## src/hdl/ex_params.svh

```systemverilog
//----------------------------------------------------------------------
// Execute stage parameters.
// Datapath width, MIPS funct codes and accumulator update modes.
//----------------------------------------------------------------------
`ifndef EX_PARAMS_SVH
`define EX_PARAMS_SVH

`define DATA_W    32          // Datapath width.

// ALU funct codes.
`define FN_SLL    6'h00
`define FN_SRL    6'h02
`define FN_SRA    6'h03
`define FN_MFHI   6'h10
`define FN_MFLO   6'h12
`define FN_ADD    6'h20
`define FN_ADDU   6'h21
`define FN_SUB    6'h22
`define FN_SUBU   6'h23
`define FN_AND    6'h24
`define FN_OR     6'h25
`define FN_XOR    6'h26
`define FN_NOR    6'h27
`define FN_SLT    6'h2A
`define FN_SLTU   6'h2B

// Multiply funct codes, only meaningful with mulOp high.
`define FN_MULT   6'h18
`define FN_MULTU  6'h19
`define FN_MADD   6'h1C
`define FN_MADDU  6'h1D
`define FN_MSUB   6'h1E
`define FN_MSUBU  6'h1F

// Accumulator update modes.
`define ACC_LOAD  2'd0
`define ACC_ADD   2'd1
`define ACC_SUB   2'd2

`endif

```

## src/hdl/exPkg.sv

```systemverilog
//----------------------------------------------------------------------
// Execute stage types.
// HI/LO accumulator word and the ALU function encoding.
//----------------------------------------------------------------------
`include "ex_params.svh"

package exPkg;

    // Accumulator seen whole for add/sub, or as HI and LO for moves.
    typedef union packed {
        logic [2*`DATA_W-1:0] full;
        struct packed {
            logic [`DATA_W-1:0] hi;
            logic [`DATA_W-1:0] lo;
        } half;
    } accWordT;

    // Functions the ALU itself implements.
    typedef enum logic [5:0] {
        aluSll  = `FN_SLL,
        aluSrl  = `FN_SRL,
        aluSra  = `FN_SRA,
        aluAdd  = `FN_ADD,
        aluAddu = `FN_ADDU,
        aluSub  = `FN_SUB,
        aluSubu = `FN_SUBU,
        aluAnd  = `FN_AND,
        aluOr   = `FN_OR,
        aluXor  = `FN_XOR,
        aluNor  = `FN_NOR,
        aluSlt  = `FN_SLT,
        aluSltu = `FN_SLTU
    } aluFnT;

endpackage

```

## src/hdl/accControl.sv

```systemverilog
//----------------------------------------------------------------------
// HI/LO accumulator.
// Loads, adds or subtracts the multiplier product; flags describe the
// value that the next update will store.
//----------------------------------------------------------------------
`timescale 1ns/1ps
`include "ex_params.svh"

module accControl (
    input  logic                 Clock,
    input  logic                 rst,
    input  logic                 accEn,     // Update on this edge.
    input  logic [1:0]           accMode,   // Load, add or subtract.
    input  logic [2*`DATA_W-1:0] product,
    output exPkg::accWordT       accOut,
    output logic                 accC,      // Carry, or borrow on subtract.
    output logic                 accZ,
    output logic                 accO,      // Signed overflow.
    output logic                 accN
);

    exPkg::accWordT       accReg;
    exPkg::accWordT       accNext;
    logic [2*`DATA_W:0]   addSum;           // 65-bit sum with carry.
    logic [2*`DATA_W-1:0] subDiff;

    assign addSum  = {1'b0, accReg.full} + {1'b0, product};
    assign subDiff = accReg.full - product;

    always_comb begin
        accNext.full = product;
        accC         = 1'b0;
        accO         = 1'b0;
        case (accMode)
            `ACC_ADD: begin
                accNext.full = addSum[2*`DATA_W-1:0];
                accC         = addSum[2*`DATA_W];
                accO = (accReg.full[2*`DATA_W-1] == product[2*`DATA_W-1]) &&
                       (accNext.full[2*`DATA_W-1] != accReg.full[2*`DATA_W-1]);
            end
            `ACC_SUB: begin
                accNext.full = subDiff;
                accC         = accReg.full < product;
                accO = (accReg.full[2*`DATA_W-1] != product[2*`DATA_W-1]) &&
                       (accNext.full[2*`DATA_W-1] != accReg.full[2*`DATA_W-1]);
            end
            default: accNext.full = product;   // Plain MULT/MULTU.
        endcase
    end

    assign accZ = (accNext.full == '0);
    assign accN = accNext.full[2*`DATA_W-1];

    always_ff @(posedge Clock) begin
        if (rst) begin
            accReg.full <= '0;
        end else if (accEn) begin
            accReg <= accNext;
        end
    end

    assign accOut = accReg;

    // Enable is decoded in exControl; an X here would corrupt HI/LO.
    accEnKnown: assert property (@(posedge Clock) disable iff (rst) !$isunknown(accEn))
        else $error("accControl: accEn unknown");

endmodule

```

## src/hdl/alu.sv

```systemverilog
//----------------------------------------------------------------------
// ALU.
// Add, subtract, logic, set-less-than and shifts with C/Z/O/N flags.
//----------------------------------------------------------------------
`timescale 1ns/1ps
`include "ex_params.svh"

module alu (
    input  logic [`DATA_W-1:0] a,        // Operand A (rs).
    input  logic [`DATA_W-1:0] b,        // Operand B (rt or immediate).
    input  logic [4:0]         shamt,    // Shift amount.
    input  exPkg::aluFnT       aluFn,
    output logic [`DATA_W-1:0] aluOut,
    output logic               c,        // Carry, or borrow on subtract.
    output logic               z,        // Result is zero.
    output logic               o,        // Signed overflow.
    output logic               n         // Result is negative.
);

    logic [`DATA_W:0]   sum;             // Add with carry out.
    logic [`DATA_W-1:0] diff;
    logic               borrow;
    logic               addOvf;
    logic               subOvf;

    assign sum    = {1'b0, a} + {1'b0, b};
    assign diff   = a - b;
    assign borrow = a < b;               // Unsigned borrow.
    assign addOvf = (a[`DATA_W-1] == b[`DATA_W-1]) && (sum[`DATA_W-1] != a[`DATA_W-1]);
    assign subOvf = (a[`DATA_W-1] != b[`DATA_W-1]) && (diff[`DATA_W-1] != a[`DATA_W-1]);

    always_comb begin
        aluOut = '0;
        c      = 1'b0;
        o      = 1'b0;
        case (aluFn)
            exPkg::aluAdd, exPkg::aluAddu: begin
                aluOut = sum[`DATA_W-1:0];
                c      = sum[`DATA_W];
                o      = addOvf;
            end
            exPkg::aluSub, exPkg::aluSubu: begin
                aluOut = diff;
                c      = borrow;
                o      = subOvf;
            end
            exPkg::aluAnd:  aluOut = a & b;
            exPkg::aluOr:   aluOut = a | b;
            exPkg::aluXor:  aluOut = a ^ b;
            exPkg::aluNor:  aluOut = ~(a | b);
            exPkg::aluSlt:  aluOut = {{(`DATA_W-1){1'b0}}, $signed(a) < $signed(b)};
            exPkg::aluSltu: aluOut = {{(`DATA_W-1){1'b0}}, borrow};
            exPkg::aluSll:  aluOut = b << shamt;           // MIPS shifts rt.
            exPkg::aluSrl:  aluOut = b >> shamt;
            exPkg::aluSra:  aluOut = $signed(b) >>> shamt;
            default:        aluOut = '0;
        endcase
    end

    assign z = (aluOut == '0);
    assign n = aluOut[`DATA_W-1];

    //------------------------------------------------------------------
    // Checks
    //------------------------------------------------------------------
    // The decode in exControl must only hand over real ALU codes.
    always_comb begin
        assert final ($isunknown(aluFn) || aluFn inside {
            exPkg::aluSll, exPkg::aluSrl, exPkg::aluSra,
            exPkg::aluAdd, exPkg::aluAddu, exPkg::aluSub, exPkg::aluSubu,
            exPkg::aluAnd, exPkg::aluOr, exPkg::aluXor, exPkg::aluNor,
            exPkg::aluSlt, exPkg::aluSltu})
        else $error("alu: unknown function code %h", aluFn);
    end

endmodule

```

## src/hdl/exControl.sv

```systemverilog
//----------------------------------------------------------------------
// Execute control.
// Decodes funct, picks result and flags, forms next PC and gates the
// register write.
//----------------------------------------------------------------------
`timescale 1ns/1ps
`include "ex_params.svh"

module exControl (
    input  logic               aluOp,
    input  logic               mulOp,
    input  logic               jump,
    input  logic               branch,
    input  logic               regWriteIn,
    input  logic [5:0]         func,
    input  logic [`DATA_W-1:0] pcIn,
    input  logic [`DATA_W-1:0] immediate,
    input  logic [`DATA_W-1:0] a,
    input  logic [`DATA_W-1:0] aluOut,
    input  logic [`DATA_W-1:0] productLo,
    input  exPkg::accWordT     accOut,
    input  logic               aluC,
    input  logic               aluZ,
    input  logic               aluO,
    input  logic               aluN,
    input  logic               accC,
    input  logic               accZ,
    input  logic               accO,
    input  logic               accN,
    output exPkg::aluFnT       aluFn,
    output logic               mulSigned,
    output logic               accEn,
    output logic [1:0]         accMode,
    output logic [`DATA_W-1:0] out,
    output logic [`DATA_W-1:0] pcOut,
    output logic               c,
    output logic               z,
    output logic               o,
    output logic               n,
    output logic               regWriteOut
);

    logic isMfhi;
    logic isMflo;

    assign isMfhi = aluOp && !mulOp && (func == `FN_MFHI);
    assign isMflo = aluOp && !mulOp && (func == `FN_MFLO);

    // ALU runs func for R-type ops, ADD for address and immediate maths.
    assign aluFn = (aluOp && !mulOp && !isMfhi && !isMflo) ? exPkg::aluFnT'(func)
                                                           : exPkg::aluAdd;

    // Multiply decode.
    always_comb begin
        accEn     = 1'b0;
        accMode   = `ACC_LOAD;
        mulSigned = ~func[0];            // Even codes are the signed forms.
        if (mulOp) begin
            case (func)
                `FN_MULT, `FN_MULTU: accEn = 1'b1;
                `FN_MADD, `FN_MADDU: begin
                    accEn   = 1'b1;
                    accMode = `ACC_ADD;
                end
                `FN_MSUB, `FN_MSUBU: begin
                    accEn   = 1'b1;
                    accMode = `ACC_SUB;
                end
                default: accEn = 1'b0;
            endcase
        end
    end

    assign out = mulOp  ? productLo :
                 isMfhi ? accOut.half.hi :
                 isMflo ? accOut.half.lo : aluOut;

    assign {c, z, o, n} = mulOp ? {accC, accZ, accO, accN} : {aluC, aluZ, aluO, aluN};

    // Branch tests the raw ALU zero flag.
    assign pcOut = (branch && aluZ) ? pcIn + (immediate << 2) :
                   jump             ? a : pcIn;

    assign regWriteOut = regWriteIn && !mulOp;   // Multiplies write HI/LO only.

    always_comb begin
        assert final (!(branch === 1'b1 && jump === 1'b1))
        else $error("exControl: branch and jump both high");
    end

endmodule

```

## src/hdl/exMult.sv

```systemverilog
//----------------------------------------------------------------------
// Multiplier.
// 32x32 to 64-bit product, signed or unsigned operands.
//----------------------------------------------------------------------
`timescale 1ns/1ps
`include "ex_params.svh"

module exMult (
    input  logic [`DATA_W-1:0]   a,
    input  logic [`DATA_W-1:0]   b,
    input  logic                 mulSigned,  // High for MULT/MADD/MSUB.
    output logic [2*`DATA_W-1:0] product
);

    // One extra bit per operand so a single signed multiply covers both cases.
    logic signed [`DATA_W:0]     aExt;
    logic signed [`DATA_W:0]     bExt;
    logic signed [2*`DATA_W+1:0] prodFull;

    assign aExt = {mulSigned & a[`DATA_W-1], a};   // Sign or zero extend.
    assign bExt = {mulSigned & b[`DATA_W-1], b};

    assign prodFull = aExt * bExt;
    assign product  = prodFull[2*`DATA_W-1:0];     // Upper bits are extension only.

endmodule

```

## src/hdl/exStage.sv

```systemverilog
//----------------------------------------------------------------------
// Execute stage top.
// Operand select, ALU, multiplier, HI/LO accumulator and control,
// with memory controls passed through to the next stage.
//----------------------------------------------------------------------
`timescale 1ns/1ps
`include "ex_params.svh"

module exStage (
    input  logic               Clock,
    input  logic               rst,
    input  logic               aluOp,
    input  logic               mulOp,
    input  logic               jump,
    input  logic               branch,
    input  logic               regWriteIn,
    input  logic               memReadIn,
    input  logic               memtoRegIn,
    input  logic               memWriteIn,
    input  logic               aluSrc,     // Use immediate as operand B.
    input  logic [`DATA_W-1:0] a,
    input  logic [`DATA_W-1:0] b,
    input  logic [`DATA_W-1:0] immediate,
    input  logic [`DATA_W-1:0] pcIn,
    input  logic [4:0]         shamt,
    input  logic [4:0]         rAddrIn,
    input  logic [5:0]         func,
    output logic [`DATA_W-1:0] out,
    output logic [`DATA_W-1:0] rtDataOut,
    output logic [`DATA_W-1:0] pcOut,
    output logic [4:0]         rAddrOut,
    output logic               c,
    output logic               z,
    output logic               o,
    output logic               n,
    output logic               regWriteOut,
    output logic               memReadOut,
    output logic               memtoRegOut,
    output logic               memWriteOut
);

    logic [`DATA_W-1:0]   opB;
    logic [`DATA_W-1:0]   aluOut;
    logic [2*`DATA_W-1:0] product;
    exPkg::accWordT       accOut;
    exPkg::aluFnT         aluFn;
    logic                 aluC, aluZ, aluO, aluN;
    logic                 accC, accZ, accO, accN;
    logic                 mulSigned;
    logic                 accEn;
    logic [1:0]           accMode;

    assign opB = aluSrc ? immediate : b;

    alu alu0 (
        .a(a), .b(opB), .shamt(shamt), .aluFn(aluFn), .aluOut(aluOut),
        .c(aluC), .z(aluZ), .o(aluO), .n(aluN)
    );

    exMult exMult0 (.a(a), .b(opB), .mulSigned(mulSigned), .product(product));

    accControl accControl0 (
        .Clock(Clock), .rst(rst), .accEn(accEn), .accMode(accMode), .product(product),
        .accOut(accOut), .accC(accC), .accZ(accZ), .accO(accO), .accN(accN)
    );

    exControl exControl0 (
        .aluOp(aluOp), .mulOp(mulOp), .jump(jump), .branch(branch),
        .regWriteIn(regWriteIn), .func(func), .pcIn(pcIn), .immediate(immediate),
        .a(a), .aluOut(aluOut), .productLo(product[`DATA_W-1:0]), .accOut(accOut),
        .aluC(aluC), .aluZ(aluZ), .aluO(aluO), .aluN(aluN),
        .accC(accC), .accZ(accZ), .accO(accO), .accN(accN),
        .aluFn(aluFn), .mulSigned(mulSigned), .accEn(accEn), .accMode(accMode),
        .out(out), .pcOut(pcOut), .c(c), .z(z), .o(o), .n(n),
        .regWriteOut(regWriteOut)
    );

    // Straight through to the memory stage.
    assign memReadOut  = memReadIn;
    assign memtoRegOut = memtoRegIn;
    assign memWriteOut = memWriteIn;
    assign rAddrOut    = rAddrIn;
    assign rtDataOut   = b;            // Store data is rt, not the muxed operand.

endmodule

```

## config.mk

```make
export PLATFORM = sky130hd
export DESIGN_NAME = exStage
export DESIGN_NICKNAME = d
export VERILOG_FILES = /design/src/hdl/exPkg.sv /design/src/hdl/accControl.sv /design/src/hdl/alu.sv /design/src/hdl/exControl.sv /design/src/hdl/exMult.sv /design/src/hdl/exStage.sv
export VERILOG_INCLUDE_DIRS = /design/src /design/src/hdl
export SDC_FILE = /design/constraint.sdc
export NUM_CORES = 2
export LEC_CHECK = 0
export BUFFER_PORTS_ARGS = -buffer_cell sky130_fd_sc_hd__buf_2
export CAP_MARGIN = 30
export CORE_ASPECT_RATIO = 0.6
export CORE_MARGIN = 8
export CORE_UTILIZATION = 31
export DETAILED_ROUTE_END_ITERATION = 7
export GPL_TIMING_DRIVEN = 1
export SLEW_MARGIN = 40
export SYNTH_ARGS = -nofsm -noshare
export SYNTH_HDL_FRONTEND = slang
export SYNTH_SLANG_ARGS = --single-unit
```

## constraint.sdc

```tcl
create_clock -name Clock -period 61 [get_ports Clock]
set_input_delay 12.2 -clock Clock [delete_from_list [all_inputs] [get_ports Clock]]
set_output_delay 12.2 -clock Clock [all_outputs]
set_load 0.005 [all_outputs]
```

# ---- Word level (Yosys, flattened, before mapping)
# Cells that the tools add are included.
# Widths: inputs -> output; s select.
dict set report op_classes {
  shifts 3
  n_reduce_logical 22
  n_eq_ne 30
  div_mod_pow 0
  bitwise 7
  n_mul 1
  mux 18
  n_addsub 5
  n_lt_le_gt_ge 3
}
# cell count
set op_table {}
lappend op_table {{$pmux 32 s11} 1}
lappend op_table {{$mux 32} 6}
lappend op_table {{$pmux 64 s2} 1}
lappend op_table {{$add 64x64->65} 1}
lappend op_table {{$logic_not 64->1} 1}
lappend op_table {{$lt 32x32->1} 2}
lappend op_table {{$lt 64x64->1} 1}
lappend op_table {{$mul 33x33->64} 1}
lappend op_table {{$sub 64x64->64} 1}
lappend op_table {{$eq 6x6->1 const B} 10}
lappend op_table {{$eq 6x5->1 const B} 8}
lappend op_table {{$add 32x32->33} 1}
lappend op_table {{$add 32x32->32} 1}
lappend op_table {{$and 32x32->32} 1}
lappend op_table {{$logic_not 32->1} 1}
lappend op_table {{$not 32->32} 1}
lappend op_table {{$or 32x32->32} 1}
lappend op_table {{$shl 32x5->32} 1}
lappend op_table {{$shr 32x5->32} 1}
lappend op_table {{$sshr 32x5->32} 1}
lappend op_table {{$sub 32x32->32} 1}
lappend op_table {{$xor 32x32->32} 1}
lappend op_table {{$eq 6x2->1 const B} 2}
lappend op_table {{$logic_and 1x1->1} 11}
lappend op_table {{other kinds (16)} 32}
dict set report totals {
  output_inout_bits 109
  latchBits 0
  elab_cells 90
  mem_count 0
  mem_bits_ro 0
  ram_bits 0
  inputBits 155
  regBits 64
}

# ---- Logic depth before layout (Yosys ltp)
dict set report depth {
  ltp_word 13
  depth_mapped 55
  mapped_depth_nobuf 46
}

# ---- Modules after synthesis
# Synthesis repeated with hierarchy kept, for this count alone.
dict set report unflattened {
  hier_cells 8038
  area_unflattened_um2 64908.5
}
# mod cells_per_inst instances area_each_um2
set modules_own_cells {}
lappend modules_own_cells {exMult 4148 1 37801.3}
lappend modules_own_cells {accControl 1814 1 12418.2}
lappend modules_own_cells {alu 1473 1 10468.8}
lappend modules_own_cells {exControl 527 1 3375.7}
lappend modules_own_cells {exStage 76 1 844.6}

# ---- Worst setup path before layout
# OpenSTA, ideal clock, no wires.
dict set report synth_path {
  path_kind {input -> output}
  from {input aluSrc}
  to {output z}
  t_required_ns 48.800
  arrival_ns 24.787
  path_slack_ns 24.013
  cell_stages 51
  path_cell_list {buf_4 -> buf_6 -> buf_6 -> buf_6 -> buf_1 -> buf_1 -> clkbuf_1 -> mux2i_1 -> clkbuf_1 -> clkbuf_1 -> nor2_1 -> fa_1 -> fa_1 -> inv_1 -> fa_1 -> fa_1 -> fa_1 -> inv_1 -> [... 15 more ...] -> xor2_1 -> inv_1 -> ha_1 -> clkbuf_1 -> a21o_1 -> a221o_1 -> a21oi_1 -> o21bai_1 -> a21oi_1 -> o41ai_1 -> a31oi_1 -> xnor2_1 -> nor3_1 -> a21o_1 -> or4_1 -> nor4b_1 -> nand4_1 -> o31ai_1}
}
dict set report synth_between {
  elab_chain_len 7
  word_cells_on_any_way 21
  cone_classes {add/sub: 4; mul: 1; order compare: 2; shift: 3; mux: 4; bitwise: 5; reduce/logical: 2}
}
# element line
set synth_rtl {}
lappend synth_rtl {{start: declaration} exStage.sv:20} ;# input logic aluSrc,
lappend synth_rtl {{$mux 32 (*)} exStage.sv:53} ;# assign opB = aluSrc ? immediate : b;
lappend synth_rtl {{$and 1x1->1} exMult.sv:21} ;# assign bExt = {mulSigned & b[`DATA_W-1], b};
lappend synth_rtl {{$mul 33x33->64} exMult.sv:23} ;# assign prodFull = aExt * bExt;
lappend synth_rtl {{$sub 64x64->64 / $add 64x64->65 (equally long branches)} {accControl.sv:28, accControl.sv:27}}
lappend synth_rtl {{$pmux 64 s2} accControl.sv:34} ;# case (accMode)
lappend synth_rtl {{$logic_not 64->1} accControl.sv:51} ;# assign accZ = (accNext.full == '0);
lappend synth_rtl {{$mux 4 (*)} exControl.sv:78} ;# assign {c, z, o, n} = mulOp ? {accC, accZ, accO, accN} : {aluC, aluZ, aluO, aluN};
lappend synth_rtl {{end: declaration} exStage.sv:33} ;# output logic z,
# Mark *: on every way between the ends. The rest lies on a longest branch, timed or not.

# ---- Worst setup path in the final report
# Same ends and word-level chain as after synthesis.

==> impl_metrics.tcl <==
set metrics [dict create \
    endpoint_kind "output pin" \
    synth_top_family_by_area "adder cells" \
    wirelength_um 299000 \
    overflow 0 \
    core_um2 197000 \
    synth_compound_area_frac 0.162 \
    timing.max_cap.violations 0 \
    yosys.cell_types.count 93 \
    cts_hold_buf 0 \
    max_freq_ghz 0.0254 \
    crit_top_cell "fa_1" \
    fin_crit_sh 0.644 \
    hold_path_class "reg -> reg" \
    avgSynthCellArea_um2 7.88 \
    grt_pass1_wl_um 429000 \
    detail_route.wl_per_cell_um 28.9 \
    fill_cells 21000 \
    cts_root_buf "clkbuf_16" \
    crit_arrival_ns 27.11 \
    cts-resized-gates 0 \
    fin_crit_ns 39.31 \
    drive_above_1_share 0.0832 \
    synth_top_area_frac 0.367 \
    final-hold-violation-count 0 \
    crit_slowest_cell "nor3_1" \
    cts_setup_buffers 0 \
    grt_use_total 0.272 \
    synth-simple-area-share 0.164 \
    worstPathRequired_ns 48.80 \
    dieHeight_um 361 \
    initial_core_util 0.312 \
    antenna_left 0 \
    status "finished, final reports clean" \
    cts_num_sinks 64 \
    fp.dieArea_um2 214000 \
    grt_pass1_vias 58700 \
    dr.first_iter.drc_count 8574 \
    syn-num-nets 9571 \
    ys_ff_latch 64 \
    critPathMaxFanout 47 \
    syn2layout_area_growth_pct 6.79 \
    fin_cells 10400 \
    clk_pin_slew_ns 0.06 \
    synthAdderAreaFrac 0.464 \
    io_pins 264 \
    antenna_found_initial 21 \
    synth_ff_type "dfxtp_1" \
    cts_made_buffers 9 \
    ys_top_cells_by_area "fa_1 (37%), ha_1 (9.6%), inv_1 (8.2%)" \
    crit_type "in -> out" \
    fin_nets 9482 \
    cts_tree "done" \
    vias_per_cell 5.81 \
    synthArstFlopShare 0 \
    maxSlewViolCount 0 \
    fin_area_um2 65800 \
    postSynthCellCount 7813 \
    crit_path_max_incr_delay_ns 0.80 \
    hpwlAfterDp_um 241000 \
    port_buffers 247 \
    worst_slew_pin_slew_ns 0.972 \
    crit_path_start_kind "input pin" \
    vias 60200 \
    max_slew_margin 0.348 \
    synth-edff-count 0 \
    rsz0062_at_grt "no" \
    largest_register_ff_count 64 \
    seq_area_frac_synth 0.0208 \
    num_rows 126 \
    chipWidth_um 591 \
    synth_area_leader_cell "fa_1" \
    netlist_area_um2 61600 \
    cts_htree_levels 3 \
    fin_tns_setup_ns 0 \
    place_congestion 1.04 \
    cts_buffer_depth 2 \
    drt_drc_violations_left 0 \
    setup_viol 0 \
    grt_max_degree 81 \
    synth.area.mux_share 0.0478 \
    yosysWarningCount 0 \
    first_pass_iters 6 \
    placed_area_um2 65400 \
    clk_latency_ns 0.39 \
    placedCellCount 10300 \
    synth_xor_area_frac 0.0229 \
    skew_ns 0.0209 \
]
## kinds of logic (layout without fill, tap and decap cells)
family          after synthesis  after routing
simple gates               2385           2385
mux                         214            214
xor+xnor                    161            161
fa+ha+maj                  1603           1603
buf+inv                    1886           1802
other cells                   0              9
flops                        64             64
compound gates             1500           1500
## through the flow
step	setup slack (ns)	hold slack, ns	utilization
2_1_floorplan	24.01	0.466	-
3_3_place_gp	21.10	0.493	0.332
3_5_place_dp	21.83	0.500	0.332
4_1_cts	21.78	0.510	0.333
5_1_grt	21.17	0.549	0.334
6_report	21.69	0.515	0.334
## worst max-delay path: cells and delay by family
kind | cells | cell delay (ns)
AOI/OAI and AO/OA | 12 | 4.18
xor gates and xnor gates | 1 | 0.37
adders and majority gates | 11 | 5.55
buffers and inverters | 10 | 2.46
muxes | 1 | 0.27
and+or+nand+nor | 5 | 1.99
## cells in the mapped netlist (22+ instances only)
cell	instances
inv_1	1349
fa_1	1130
nand2_1	947
nor2_1	908
ha_1	473
a21oi_1	437
clkbuf_1	390
o21ai_0	223
a211oi_1	151
nor3_1	122
xnor2_1	121
mux2i_1	113
nand3_1	98
a21o_1	82
a31oi_1	64
dfxtp_1	64
mux4_2	60
o211ai_1	57
nor4_1	49
buf_1	44
nand4_1	44
o31ai_1	44
buf_4	42
o21bai_1	41
xor2_1	40
mux2_2	39
nand2b_1	38
nor2b_1	37
o22ai_1	32
a221o_1	29
a221oi_1	29
o221ai_1	29
and3_1	28
o21a_1	27
clkinv_1	25
buf_2	24
a211o_1	23
and2_1	22
## worst paths after layout
path,from,end,cells after the start,slack (ns)
max,aluSrc,z,40,21.69
max reg2reg,accControl0.accOut[0]$_SDFFE_PP0P_,accControl0.accOut[56]$_SDFFE_PP0P_,20,54.85
min,accControl0.accOut[14]$_SDFFE_PP0P_,accControl0.accOut[14]$_SDFFE_PP0P_,2,0.52
min reg2reg,accControl0.accOut[14]$_SDFFE_PP0P_,accControl0.accOut[14]$_SDFFE_PP0P_,2,0.52
## cells in the final DEF (no fill, tap or decap), drive strengths merged, types with 28 or more instances in the layout
cell,synthesis,final
a211oi,151,151
a21o,82,82
a21oi,439,439
a221o,29,29
a221oi,29,29
a31oi,64,64
and3,28,28
buf,115,405
clkinv,25,30
dfxtp,64,64
fa,1130,1130
ha,473,473
inv,1356,1356
mux2,41,41
mux2i,113,113
mux4,60,60
nand2,947,947
nand2b,38,38
nand3,99,99
nand4,44,44
nor2,908,908
nor2b,37,37
nor3,122,122
nor4,49,49
o211ai,57,57
o21ai,232,232
o21bai,41,41
o221ai,31,31
o22ai,32,32
o31ai,45,45
xnor2,121,121
xor2,40,40
## final cells by class
cell class	instances	area (µm²)	area share
Tap cell	2624	3280	0.0499
Clock inverter	7	55.1	0.000837
Antenna cell	9	22.5	0.000343
Timing Repair Buffer	405	2460	0.0374
Multi-Input combinational cell	5863	53200	0.810
Sequential cell	64	1280	0.0195
Clock buffer	9	225	0.00343
Inverter	1381	5190	0.0789
## metal layers
layer | part of all wire | global-route usage | up-vias
met2 | 0.37 | 0.351 | 4152
li1 | - | - | 25200
met5 | 0.00038 | 0 | -
met1 | 0.44 | 0.404 | 30400
met4 | 0.032 | 0.0694 | 16
met3 | 0.16 | 0.118 | 498
Power is left out: the tool's default activity adds up to more than one toggle a clock period on the data nets, which glitch-free logic cannot reach.
